$ cat config.mk
export PLATFORM = sky130hd
export DESIGN_NAME = debug_display_top
export DESIGN_NICKNAME = d
export VERILOG_FILES = /design/src/design/debug_display_pkg.sv /design/src/design/debug_display_top.sv /design/src/design/hex_display_bank.sv /design/src/design/digit_extractor.sv /design/src/design/scan_fsm.sv /design/src/design/scan_timer.sv /design/src/design/probe_latch.sv
export VERILOG_INCLUDE_DIRS = /design/src /design/src/include
export SDC_FILE = /design/constraint.sdc
export NUM_CORES = 1
export LEC_CHECK = 0
export BUFFER_PORTS_ARGS = -buffer_cell sky130_fd_sc_hd__buf_2
export CORE_MARGIN = 3
export CORE_UTILIZATION = 39
export DETAILED_ROUTE_END_ITERATION = 6
export PLACE_DENSITY_LB_ADDON = 0.12
export SLEW_MARGIN = 10
export SYNTH_ARGS = -nofsm -noshare
export SYNTH_HDL_FRONTEND = slang
export SYNTH_SLANG_ARGS = --single-unit
$ cat constraint.sdc
create_clock -name clk -period 24.5 [get_ports clk]
set_input_delay 3.675 -clock clk [delete_from_list [all_inputs] [get_ports clk]]
set_output_delay 3.675 -clock clk [all_outputs]
set_load 0.03 [all_outputs]
$ cat src/include/debug_display_consts.svh
`ifndef DEBUG_DISPLAY_CONSTS_SVH
`define DEBUG_DISPLAY_CONSTS_SVH

// board geometry
`define DD_NUM_DIGITS 6
`define DD_NUM_STAGES 7

// pc shown for the unused stage select value
`define DD_IDLE_PC 32

// clock cycles per scan step
`define DD_STEP_CYCLES 4

// active low seven-segment patterns with segment g on bit 6
`define DD_SEG_BLANK 7'b1111111
`define DD_SEG_0 7'b1000000
`define DD_SEG_1 7'b1111001
`define DD_SEG_2 7'b0100100
`define DD_SEG_3 7'b0110000
`define DD_SEG_4 7'b0011001
`define DD_SEG_5 7'b0010010
`define DD_SEG_6 7'b0000010
`define DD_SEG_7 7'b1111000
`define DD_SEG_8 7'b0000000
`define DD_SEG_9 7'b0010000

`endif
$ cat src/design/debug_display_pkg.sv
`default_nettype none

package debug_display_pkg;

  typedef logic [6:0] pc_t;
  typedef logic [6:0] opcode_t;
  typedef logic [3:0] digit_t;      // one bcd digit
  typedef logic [2:0] digit_idx_t;  // hex0 .. hex5

  // one pipeline slot as seen from the core
  typedef struct packed {
    pc_t     pc;
    opcode_t opcode;
  } stage_probe_t;

  typedef struct packed {
    logic [31:0] sel_reg;  // architectural register picked by the core
    logic [31:0] status;
  } core_regs_t;

  // field order follows SW[9:0]
  typedef struct packed {
    logic       show_enable;  // SW[9]
    logic       reg_mode;     // SW[8]
    logic [4:0] view_sel;     // SW[7:3]
    logic [2:0] stage_sel;    // SW[2:0]
  } sw_cfg_t;

  // what the digits show during one scan
  typedef enum logic [1:0] {
    view_pc,
    view_reg,
    view_status
  } view_mode_e;

endpackage : debug_display_pkg

`default_nettype wire

$ cat src/design/debug_display_top.sv
`timescale 1ns/1ps
`default_nettype none

`include "debug_display_consts.svh"

module debug_display_top import debug_display_pkg::*; (
  input  logic         clk,
  input  logic         rst_n,
  input  stage_probe_t stages [`DD_NUM_STAGES],
  input  core_regs_t   core_regs,
  input  logic [9:0]   sw,
  output logic [6:0]   hex [`DD_NUM_DIGITS],
  output logic [9:0]   ledr
);

  // stage select 7 shows the idle pc with no opcode
  localparam stage_probe_t IDLE_STAGE = '{pc: pc_t'(`DD_IDLE_PC), opcode: opcode_t'(0)};

  sw_cfg_t      sw_cfg;
  logic         step;
  logic         load;
  logic         shift;
  logic         wr_en;
  digit_idx_t   wr_idx;
  view_mode_e   mode;
  stage_probe_t stage_sel;
  core_regs_t   regs_entries [1];
  core_regs_t   regs_sel;
  digit_t       digit;

  assign sw_cfg          = sw_cfg_t'(sw);
  assign regs_entries[0] = core_regs;

  scan_timer u_scan_timer (
    .clk   (clk),
    .rst_n (rst_n),
    .step  (step)
  );

  scan_fsm u_scan_fsm (
    .clk    (clk),
    .rst_n  (rst_n),
    .step   (step),
    .sw     (sw_cfg),
    .load   (load),
    .shift  (shift),
    .wr_en  (wr_en),
    .wr_idx (wr_idx),
    .mode   (mode)
  );

  probe_latch #(
    .payload_t  (stage_probe_t),
    .N_ENTRIES  (`DD_NUM_STAGES),
    .IDLE_VALUE (IDLE_STAGE)
  ) u_stage_latch (
    .clk      (clk),
    .rst_n    (rst_n),
    .load     (load),
    .sel      (sw_cfg.stage_sel),
    .entries  (stages),
    .selected (stage_sel)
  );

  probe_latch #(
    .payload_t  (core_regs_t),
    .N_ENTRIES  (1),
    .IDLE_VALUE (core_regs_t'(0))
  ) u_regs_latch (
    .clk      (clk),
    .rst_n    (rst_n),
    .load     (load),
    .sel      (3'd0),
    .entries  (regs_entries),
    .selected (regs_sel)
  );

  digit_extractor u_digit_extractor (
    .clk   (clk),
    .rst_n (rst_n),
    .load  (load),
    .shift (shift),
    .mode  (mode),
    .pc    (stage_sel.pc),
    .regs  (regs_sel),
    .digit (digit)
  );

  hex_display_bank u_hex_display_bank (
    .clk         (clk),
    .rst_n       (rst_n),
    .wr_en       (wr_en),
    .wr_idx      (wr_idx),
    .digit       (digit),
    .show_enable (sw_cfg.show_enable),
    .reg_mode    (sw_cfg.reg_mode),
    .opcode      (stage_sel.opcode),
    .hex         (hex),
    .ledr        (ledr)
  );

endmodule : debug_display_top

`default_nettype wire

$ cat src/design/hex_display_bank.sv
`timescale 1ns/1ps
`default_nettype none

`include "debug_display_consts.svh"

module hex_display_bank import debug_display_pkg::*; (
  input  logic       clk,
  input  logic       rst_n,
  input  logic       wr_en,
  input  digit_idx_t wr_idx,
  input  digit_t     digit,
  input  logic       show_enable,
  input  logic       reg_mode,
  input  opcode_t    opcode,
  output logic [6:0] hex [`DD_NUM_DIGITS],
  output logic [9:0] ledr
);

  logic [6:0] seg_q [`DD_NUM_DIGITS];

  function automatic logic [6:0] encode(digit_t d);
    case (d)
      4'd0:    return `DD_SEG_0;
      4'd1:    return `DD_SEG_1;
      4'd2:    return `DD_SEG_2;
      4'd3:    return `DD_SEG_3;
      4'd4:    return `DD_SEG_4;
      4'd5:    return `DD_SEG_5;
      4'd6:    return `DD_SEG_6;
      4'd7:    return `DD_SEG_7;
      4'd8:    return `DD_SEG_8;
      4'd9:    return `DD_SEG_9;
      default: return `DD_SEG_BLANK;
    endcase
  endfunction

  always_ff @(posedge clk or negedge rst_n) begin
    if (!rst_n) begin
      for (int i = 0; i < `DD_NUM_DIGITS; i++) begin
        seg_q[i] <= `DD_SEG_BLANK;
      end
    end else if (wr_en) begin
      for (int i = 0; i < `DD_NUM_DIGITS; i++) begin
        if (wr_idx == digit_idx_t'(i)) begin
          seg_q[i] <= encode(digit);
        end
      end
    end
  end

  // blanking follows the enable switch directly
  always_comb begin
    for (int i = 0; i < `DD_NUM_DIGITS; i++) begin
      hex[i] = show_enable ? seg_q[i] : `DD_SEG_BLANK;
    end
  end

  assign ledr = (show_enable && !reg_mode) ? {3'b000, opcode} : 10'd0;

endmodule : hex_display_bank

`default_nettype wire

$ cat src/design/digit_extractor.sv
`timescale 1ns/1ps
`default_nettype none

module digit_extractor import debug_display_pkg::*; (
  input  logic       clk,
  input  logic       rst_n,
  input  logic       load,
  input  logic       shift,
  input  view_mode_e mode,
  input  pc_t        pc,
  input  core_regs_t regs,
  output digit_t     digit
);

  logic [19:0] value_q;
  logic [19:0] value_cur;
  logic [3:0]  stat_q;    // status bits 31..28, bit 28 at the bottom
  logic [3:0]  stat_cur;

  // value after this cycle's load or shift
  always_comb begin
    if (load) begin
      if (mode == view_reg) begin
        value_cur = regs.sel_reg[19:0];
      end else begin
        value_cur = {13'd0, pc};
      end
      stat_cur = regs.status[31:28];
    end else if (shift) begin
      value_cur = value_q / 20'd10;
      stat_cur  = {1'b0, stat_q[3:1]};
    end else begin
      value_cur = value_q;
      stat_cur  = stat_q;
    end
  end

  always_ff @(posedge clk or negedge rst_n) begin
    if (!rst_n) begin
      value_q <= '0;
      stat_q  <= '0;
    end else if (load || shift) begin
      value_q <= value_cur;
      stat_q  <= stat_cur;
    end
  end

  always_comb begin
    if (mode == view_status) begin
      digit = {3'b000, stat_cur[0]};
    end else begin
      digit = digit_t'(value_cur % 20'd10);  // remainder fits in 4 bits
    end
  end

  a_digit_bcd: assert property (
    @(posedge clk) disable iff (!rst_n)
    (load || shift) |-> (digit < 4'd10)
  ) else $error("digit out of bcd range: %0d", digit);

endmodule : digit_extractor

`default_nettype wire

$ cat src/design/scan_fsm.sv
`timescale 1ns/1ps
`default_nettype none

`include "debug_display_consts.svh"

module scan_fsm import debug_display_pkg::*; (
  input  logic       clk,
  input  logic       rst_n,
  input  logic       step,
  input  sw_cfg_t    sw,
  output logic       load,
  output logic       shift,
  output logic       wr_en,
  output digit_idx_t wr_idx,
  output view_mode_e mode
);

  // the load itself happens on the step taken in idle
  typedef enum logic [2:0] {
    st_idle,
    st_dig1,
    st_dig2,
    st_dig3,
    st_dig4,
    st_dig5
  } state_e;

  state_e     state;
  state_e     state_nxt;
  sw_cfg_t    sw_q;    // switches captured at the last load
  view_mode_e mode_q;
  logic       sw_changed;

  function automatic view_mode_e decode_mode(sw_cfg_t s);
    if (s.reg_mode) begin
      return view_reg;
    end
    if (s.view_sel == 5'b10000) begin
      return view_status;
    end
    return view_pc;
  endfunction

  assign sw_changed = (sw != sw_q);

  always_comb begin
    load      = 1'b0;
    shift     = 1'b0;
    wr_en     = step;  // every step writes one digit
    wr_idx    = '0;
    state_nxt = state;
    if (step) begin
      if (state == st_idle || sw_changed) begin
        load      = 1'b1;  // digit 0 comes from the fresh seed
        state_nxt = st_dig1;
      end else begin
        shift  = 1'b1;
        wr_idx = digit_idx_t'(state);
        if (state == st_dig5) begin
          state_nxt = st_idle;
        end else begin
          state_nxt = state_e'(state + 3'd1);
        end
      end
    end
  end

  always_ff @(posedge clk or negedge rst_n) begin
    if (!rst_n) begin
      state  <= st_idle;
      sw_q   <= '0;
      mode_q <= view_pc;
    end else begin
      state <= state_nxt;
      if (load) begin
        sw_q   <= sw;
        mode_q <= decode_mode(sw);
      end
    end
  end

  // new mode must already be visible while the extractor seeds
  assign mode = load ? decode_mode(sw) : mode_q;

  a_load_shift_excl: assert property (
    @(posedge clk) disable iff (!rst_n)
    !(load && shift)
  ) else $error("load and shift in the same cycle");

  a_wr_idx_range: assert property (
    @(posedge clk) disable iff (!rst_n)
    wr_en |-> (wr_idx < `DD_NUM_DIGITS)
  ) else $error("digit write beyond the last display");

endmodule : scan_fsm

`default_nettype wire

$ cat src/design/scan_timer.sv
`timescale 1ns/1ps
`default_nettype none

`include "debug_display_consts.svh"

module scan_timer (
  input  logic clk,
  input  logic rst_n,
  output logic step
);

  localparam int CNT_W = (`DD_STEP_CYCLES > 1) ? $clog2(`DD_STEP_CYCLES) : 1;
  localparam logic [CNT_W-1:0] LAST = CNT_W'(`DD_STEP_CYCLES - 1);

  logic [CNT_W-1:0] cnt_q;

  // free running and restarts at zero after reset release
  always_ff @(posedge clk or negedge rst_n) begin
    if (!rst_n) begin
      cnt_q <= '0;
    end else if (cnt_q == LAST) begin
      cnt_q <= '0;
    end else begin
      cnt_q <= cnt_q + 1'b1;
    end
  end

  assign step = (cnt_q == LAST);  // last cycle of the period

endmodule : scan_timer

`default_nettype wire

$ cat src/design/probe_latch.sv
`timescale 1ns/1ps
`default_nettype none

module probe_latch #(
  parameter type      payload_t  = logic [7:0],
  parameter int       N_ENTRIES  = 1,
  parameter payload_t IDLE_VALUE = '0
) (
  input  logic       clk,
  input  logic       rst_n,
  input  logic       load,
  input  logic [2:0] sel,
  input  payload_t   entries [N_ENTRIES],
  output payload_t   selected
);

  payload_t picked;
  payload_t held_q;  // snapshot kept for the rest of the scan

  always_comb begin
    picked = IDLE_VALUE;  // select beyond the last entry
    for (int i = 0; i < N_ENTRIES; i++) begin
      if (sel == 3'(i)) begin
        picked = entries[i];
      end
    end
  end

  always_ff @(posedge clk or negedge rst_n) begin
    if (!rst_n) begin
      held_q <= IDLE_VALUE;
    end else if (load) begin
      held_q <= picked;
    end
  end

  // fresh sample passes through in the load cycle so the extractor seeds from it
  assign selected = load ? picked : held_q;

  // one consistent sample across the whole scan
  a_selected_frozen: assert property (
    @(posedge clk) disable iff (!rst_n)
    !load |-> $stable(selected)
  ) else $error("probe snapshot moved without a load");

endmodule : probe_latch

`default_nettype wire

==> After elaboration in Yosys (flattened, before gate mapping) <==
Memories as Yosys holds them, arrays and structs flattened. A register that Yosys moved wholly into a read port is not among the register bits.
Cells that the tools add are included.
W data, S select, Z words.
{ "totals": {"wordCells": 103, "out_inout_bits": 52, "n_memories": 6, "in_bits": 174, "latch_bits": 0, "rom_bits": 672, "regBits": 55, "ramBits": 0} }
{ "mem_list": {"columns": ["name", "depth", "width", "read_ports", "rd_clocked_by_memory_dff", "wr", "line_no", "text"], "rows": [
  ["(name not given)", 16, 7, 1, 1, 0, "hex_display_bank.sv:22", "case (d)"],
  ["(name not given)", 16, 7, 1, 1, 0, "hex_display_bank.sv:22", null],
  ["(name not given)", 16, 7, 1, 1, 0, "hex_display_bank.sv:22", null],
  ["(name not given)", 16, 7, 1, 1, 0, "hex_display_bank.sv:22", null],
  ["(name not given)", 16, 7, 1, 1, 0, "hex_display_bank.sv:22", null],
  ["(name not given)", 16, 7, 1, 1, 0, "hex_display_bank.sv:22", null]
]} }
{ "op_classes": {"n_eq_ne": 17, "n_reduce_logical": 21, "bitwise_logic": 0, "div": 2, "order_cmp": 0, "multipliers": 0, "addsub": 2, "n_mux": 43, "shift": 0} }
{ "op_table": {"columns": ["operator", "count"], "rows": [
  ["$mux W14", 8],
  ["$mux W20", 3],
  ["$mux W7", 7],
  ["$div A20 B4 Y20 const B", 1],
  ["$mod A20 B4 Y20 const B", 1],
  ["$eq A3 B3 Y1 const B", 6],
  ["$mux W2", 8],
  ["$reduce_and A2 Y1", 7],
  ["$eq A3 B2 Y1 const B", 4],
  ["$mux W3", 4],
  ["$mux W4", 3],
  ["$mux W1", 10],
  ["$ne A10 B10 Y1", 1],
  ["$logic_not A3 Y1", 3],
  ["$logic_not A1 Y1", 7],
  ["$eq A3 B1 Y1 const B", 2],
  ["$eq A5 B5 Y1 const B", 1],
  ["$eq A2 B2 Y1 const B", 2],
  ["$add A3 B1 Y3 const B", 1],
  ["$add A2 B1 Y2 const B", 1],
  ["$eq A2 B1 Y1 const B", 1],
  ["$logic_or A1 B1 Y1", 2],
  ["$reduce_bool A2 Y1", 1],
  ["$logic_and A1 B1 Y1", 1]
]} }

==> Logic depth before layout (Yosys ltp) <==
{ "depth": {"word_depth": 13, "depth_mapped": 42, "ltp_nobuf": 33} }

==> Cells and area by module <==
A second synthesis with hierarchy kept.
{ "hier_totals": {"cells_unflattened": 1618, "area_unflattened_um2": 13342.8} }
{ "modules_own_cells": {"columns": ["module", "seq_area_each_um2", "cells_each", "instances", "area_per_inst_um2"], "rows": [
  ["digit_extractor", 600.6, 847, 1, 5881.9],
  ["probe_latch (u_regs_latch)", 1601.5, 278, 1, 3005.4],
  ["hex_display_bank", 1103.6, 230, 1, 2162.1],
  ["probe_latch (u_stage_latch)", 351.6, 190, 1, 1427.6],
  ["scan_fsm", 350.3, 68, 1, 795.8],
  ["scan_timer", 50.0, 4, 1, 66.3],
  ["debug_display_top", 0.0, 1, 1, 3.8]
]} }

==> Worst setup path before layout <==
OpenSTA, ideal clock, no wires.
{ "synth_timing": {"path_kind": "input-to-reg", "start": "in sw[9]", "end": "reg u_hex_display_bank.seg_q[16] (netlist bit)", "path_slack_ns": 13.484, "setup_time_ns": 0.082, "path_stages": 32, "t_required_ns": 24.418, "arrival_time_ns": 10.934, "path_buffers": 3, "cell_sequence": "buf_2 xor2_2 or4_4 nor3_4 o221a_2 inv_2 buf_6 nor4_2 a31o_2 nor2_1 or3_1 buf_2 o2111ai_1 o211ai_1 a2111oi_0 nor2_1 a211oi_1 o2111ai_1 a211o_1 o2111ai_1 mux2_2 a2111oi_4 nor3_1 a31o_1 a211oi_4 xnor2_1 a221oi_4 nor2_1 ha_1 a22oi_1 a41oi_1 mux2_2"} }
{ "synth_via": {"elab_chain_len": 10, "elab_cells_between_ends": 21, "classes_between": "1 x div; 4 x eq/ne; 14 x mux; 2 x reduce/logical"} }
{ "synth_lines": {"columns": ["element", "line_no", "text"], "rows": [
  ["start, declared", "debug_display_top.sv:11", "input logic [9:0] sw,"],
  ["$ne A10 B10 Y1 *", "scan_fsm.sv:44", "assign sw_changed = (sw != sw_q);"],
  ["$logic_or A1 B1 Y1 *", "scan_fsm.sv:53", "if (state == st_idle || sw_changed) begin"],
  ["$mux W1", "scan_fsm.sv:53", null],
  ["$mux W1", "scan_fsm.sv:52", "if (step) begin"],
  ["$mux W2", "scan_fsm.sv:83", "assign mode = load ? decode_mode(sw) : mode_q;"],
  ["$eq A2 B1 Y1", "digit_extractor.sv:23", "if (mode == view_reg) begin"],
  ["$mux W20", "digit_extractor.sv:23", null],
  ["$mux W20", "digit_extractor.sv:22", "if (load) begin"],
  ["$mod A20 B4 Y20", "digit_extractor.sv:52", "digit = digit_t'(value_cur % 20'd10);"],
  ["$mux W4", "digit_extractor.sv:49", "if (mode == view_status) begin"],
  ["end, declared", "hex_display_bank.sv:19", "logic [6:0] seg_q [`DD_NUM_DIGITS];"]
]} }
Every way passes the cells marked *; elsewhere a longest branch is shown, timed or not. The select of a mux whose other input is x is not followed.
A chain may end at the register's enable or synchronous reset.

==> Worst setup path after layout <==
{ "layout_timing": {"start": "in sw[9]", "end": "reg u_hex_display_bank.seg_q[9] (netlist bit)"} }
Same word-level chain as after synthesis.

==> results.cfg <==
[worst_setup_path]
path_delay_family = compound AO/OA/AOI/OAI gates
cp.arrival_ns = 15.15
max_stage_delay_ns = 0.84
cp-start-kind = primary input
path_max_fanout = 45
cp.buffers_inverters = 2
reg2reg_from = u_scan_fsm.sw_q[5]
endpoint_kind = flip-flop
r2r_slack_ns = 13.11
reg2reg_to = u_hex_display_bank.seg_q[9]
cp.required_ns = 24.81
reg2regPathDepth = 31
crit_type = primary input to flip-flop
cpMaxStageDelayCell = o221ai_2

[routing]
dr.pass1.iters = 5
ant_nets = 0
wire_per_inst_microns = 19.31
drc_errors = 0
vias_per_cell = 6.233
drt_iter0_drc = 1225
vias = 11890
routed_wl_mm = 36.84

[clocking]
hold_buffers = 0
clkTransAtPathRegs_ns = 0.08
cts_resized = 0
ctsRootBufferMaster = clkbuf_16
clock_sinks = 94
clockBufferDepth = 2
cts_setup_buffers = 0
tritoncts = done
numCtsBuffers = 9
clkLatencyLatePin_ns = 0.36
htreeDepth = 3

[layout]
nNetsFinal = 1702
areaGrowthSynthToFinish_pct = 12.04
drive_gt1_frac = 0.2376
fin_cells = 1908

[floorplanning]
placementRows = 61
die_x_microns = 174.5
io_pins = 226
core_sq_um = 27860
dieArea_sq_um = 30430
initial_core_util = 0.3973
die_y_microns = 174.5

[place]
dp_cells = 1890
gp_congestion = 0.8904
place_hpwl_mm = 26.65
portBuffers = 182

[grt]
track_usage = 0.2321
grt_pass1_vias = 10930
grt_max_degree = 53
gr-total-overflow = 0
grt_first_pass_wirelength_mm = 58.86
antenna_found_initial = 4

[logic_synthesis]
syn_area_per_cell_sq_um = 7.739
synth_area_leaders = dfrtp_1 (12%), dfstp_2 (10%), nand2_1 (5.1%), nor2_1 (3.8%), mux2i_1 (3.7%)
synth.largest_area_cell = dfrtp_1
ys_seq_elements = 94
yosysWarnings = 0
synthCells = 1430
async_flop_share = 1.000
syn_area_sq_um = 11070
synth_edf_count = 0
yosys.area.top_type_share = 0.1153
synth_cell_type_count = 119
synth-main-ff-cell = dfrtp_1
ys_seq_area_frac = 0.2174

[pwr]
switching_share = 0.5173
p_comb_frac = 0.636
seq_power_share = 0.203
internal-power_uw = 444.9
p_clk_frac = 0.161
p_leak_uw = 0.004990
peakVddDrop_mv = 0.05209
powerDensity_nw_per_um2 = 74.33
p_switching_uw = 476.8

[timing]
finalSetupViolCount = 0
finClkSkew_ns = 0.01066
holdWs_ns = 0.4380
fmax_mhz = 67.36
slew_viol_final = 0
finalHoldViolCount = 0
max-slew-margin-rel = 0.3504
tns_ns = 0
fin_crit_sh = 0.6060
fin_crit_ns = 14.85
worst_pin_slew_ns = 0.9618
rsz0062_at_grt = false

[min_path]
hold_depth = 1
hold_end = u_scan_timer.cnt_q[0]
hold_class = flip-flop to flip-flop
hp-start = u_scan_timer.cnt_q[0]

[job]
cap_violations = 0

[status]
status = completed
[cell usage after synthesis, types with 18 or more instances]
| cell | n |
|---|---|
| a211oi_1 | 18 |
| a21oi_1 | 63 |
| a31oi_1 | 37 |
| buf_2 | 29 |
| clkbuf_1 | 74 |
| dfrtp_1 | 51 |
| dfstp_2 | 43 |
| inv_1 | 23 |
| mux2_2 | 29 |
| mux2i_1 | 41 |
| nand2_1 | 149 |
| nand2b_1 | 53 |
| nand3_1 | 56 |
| nand4_1 | 24 |
| nor2_1 | 111 |
| nor2b_1 | 25 |
| nor3_1 | 35 |
| o211ai_1 | 39 |
| o21ai_0 | 65 |
| xnor2_1 | 21 |
[kinds of logic after synthesis]
kind of cell | synth area share
buffers and inverters | 0.06580
DFF | 0.2174
muxes | 0.08694
xor gates and xnor gates | 0.02928
AOI/OAI and AO/OA | 0.3206
other | 0.0003388
adders and majority gates | 0.01018
and+or+nand+nor | 0.2694
[routing by layer]
layer	share of wire	up-vias	wire length [microns]	GRT usage
met5	0.0013	-	48	0
met4	0.026	6	969	0.07038
met3	0.055	67	2024	0.03779
met2	0.46	388	17070	0.3729
met1	0.45	5760	16730	0.3207
li1	-	5672	-	-
[stage by stage]
step                      setup slack, ns    util  total power, uW  area, sq um
final                               9.653  0.4451            921.7        12400
after global routing                8.908  0.4450            990.1        12400
after detailed placement            9.566  0.4336            764.7        12080
after CTS                           9.891  0.4449            917.3        12390
after floorplan                     13.48       -            633.1        11070
after global placement              9.547  0.4336            762.9        12080
[worst reg2reg max path, delay by kind of cell, from the launching register on]
| kind | cells | cell delay, ns |
|---|---|---|
| AOI/OAI and AO/OA | 14 | 5.56 |
| xor gates and xnor gates | 2 | 0.33 |
| adders and majority gates | 1 | 0.29 |
| buffers and inverters | 1 | 0.25 |
| DFF | 1 | 0.40 |
| muxes | 1 | 0.29 |
| and+or+nand+nor | 12 | 4.22 |
[worst max path at each step]
stage                                              end  cells after the start  startpoint  slack [ns]
final                      u_hex_display_bank.seg_q[9]                     32       sw[9]        9.65
after global placement    u_hex_display_bank.seg_q[16]                     32       sw[9]        9.55
after floorplan           u_hex_display_bank.seg_q[16]                     32       sw[9]       13.48
after global routing      u_hex_display_bank.seg_q[23]                     33       sw[9]        8.91
after CTS                  u_hex_display_bank.seg_q[9]                     32       sw[9]        9.89
after detailed placement  u_hex_display_bank.seg_q[23]                     32       sw[9]        9.57
[power groups by stage]
stage          clock, uW  sequential [uW]  combinational [uW]
4_1_cts              152              187                 578
3_5_place_dp           0              189                 575
3_3_place_gp           0              189                 574
6_report             148              187                 586
5_1_grt              158              190                 642
2_1_floorplan          0              178                 455
[layout make-up]
cell class	instances	area (sq um)
diodes	2	5.005
clock buffers	9	225.2
clock inverters	7	91.34
fillers	2933	15460
inverters	42	157.7
multi-input cells	1171	7955
flip-flops and latches	94	2406
well taps	378	473.0
repair buffers	205	1086
[layout by cell type, fill, tap and decap left out, types with 10 or more instances in the layout]
master	count
buf_2	181
nand2_1	149
nor2_1	111
o21ai_0	65
a21oi_1	63
nand3_1	56
nand2b_1	53
dfrtp_1	51
dfstp_2	43
mux2i_1	41
o211ai_1	39
a31oi_1	37
nor3_1	35
mux2_2	29
nor2b_1	25
nand4_1	24
buf_4	24
inv_1	23
xnor2_1	21
a211oi_1	18
and3_1	17
o22ai_1	16
a41oi_1	15
nor4_1	14
o21ai_1	14
and2_1	14
or3_1	12
clkinv_1	11
or4_1	11
a211o_1	11
a32oi_1	11
o2111ai_1	11
o31ai_1	10
[flip-flops by register name, indices dropped and copies added (netlist names)]
signal / flops
u_stage_latch.held_q: 12
u_scan_timer.cnt_q: 2
u_digit_extractor.stat_q: 4
u_hex_display_bank.seg_q: 42
u_digit_extractor.value_q: 20
u_scan_fsm.mode_q: 2
u_scan_fsm.state: 3
u_scan_fsm.sw_q: 9
No activity file was read; power rests on OpenSTA's default activity.
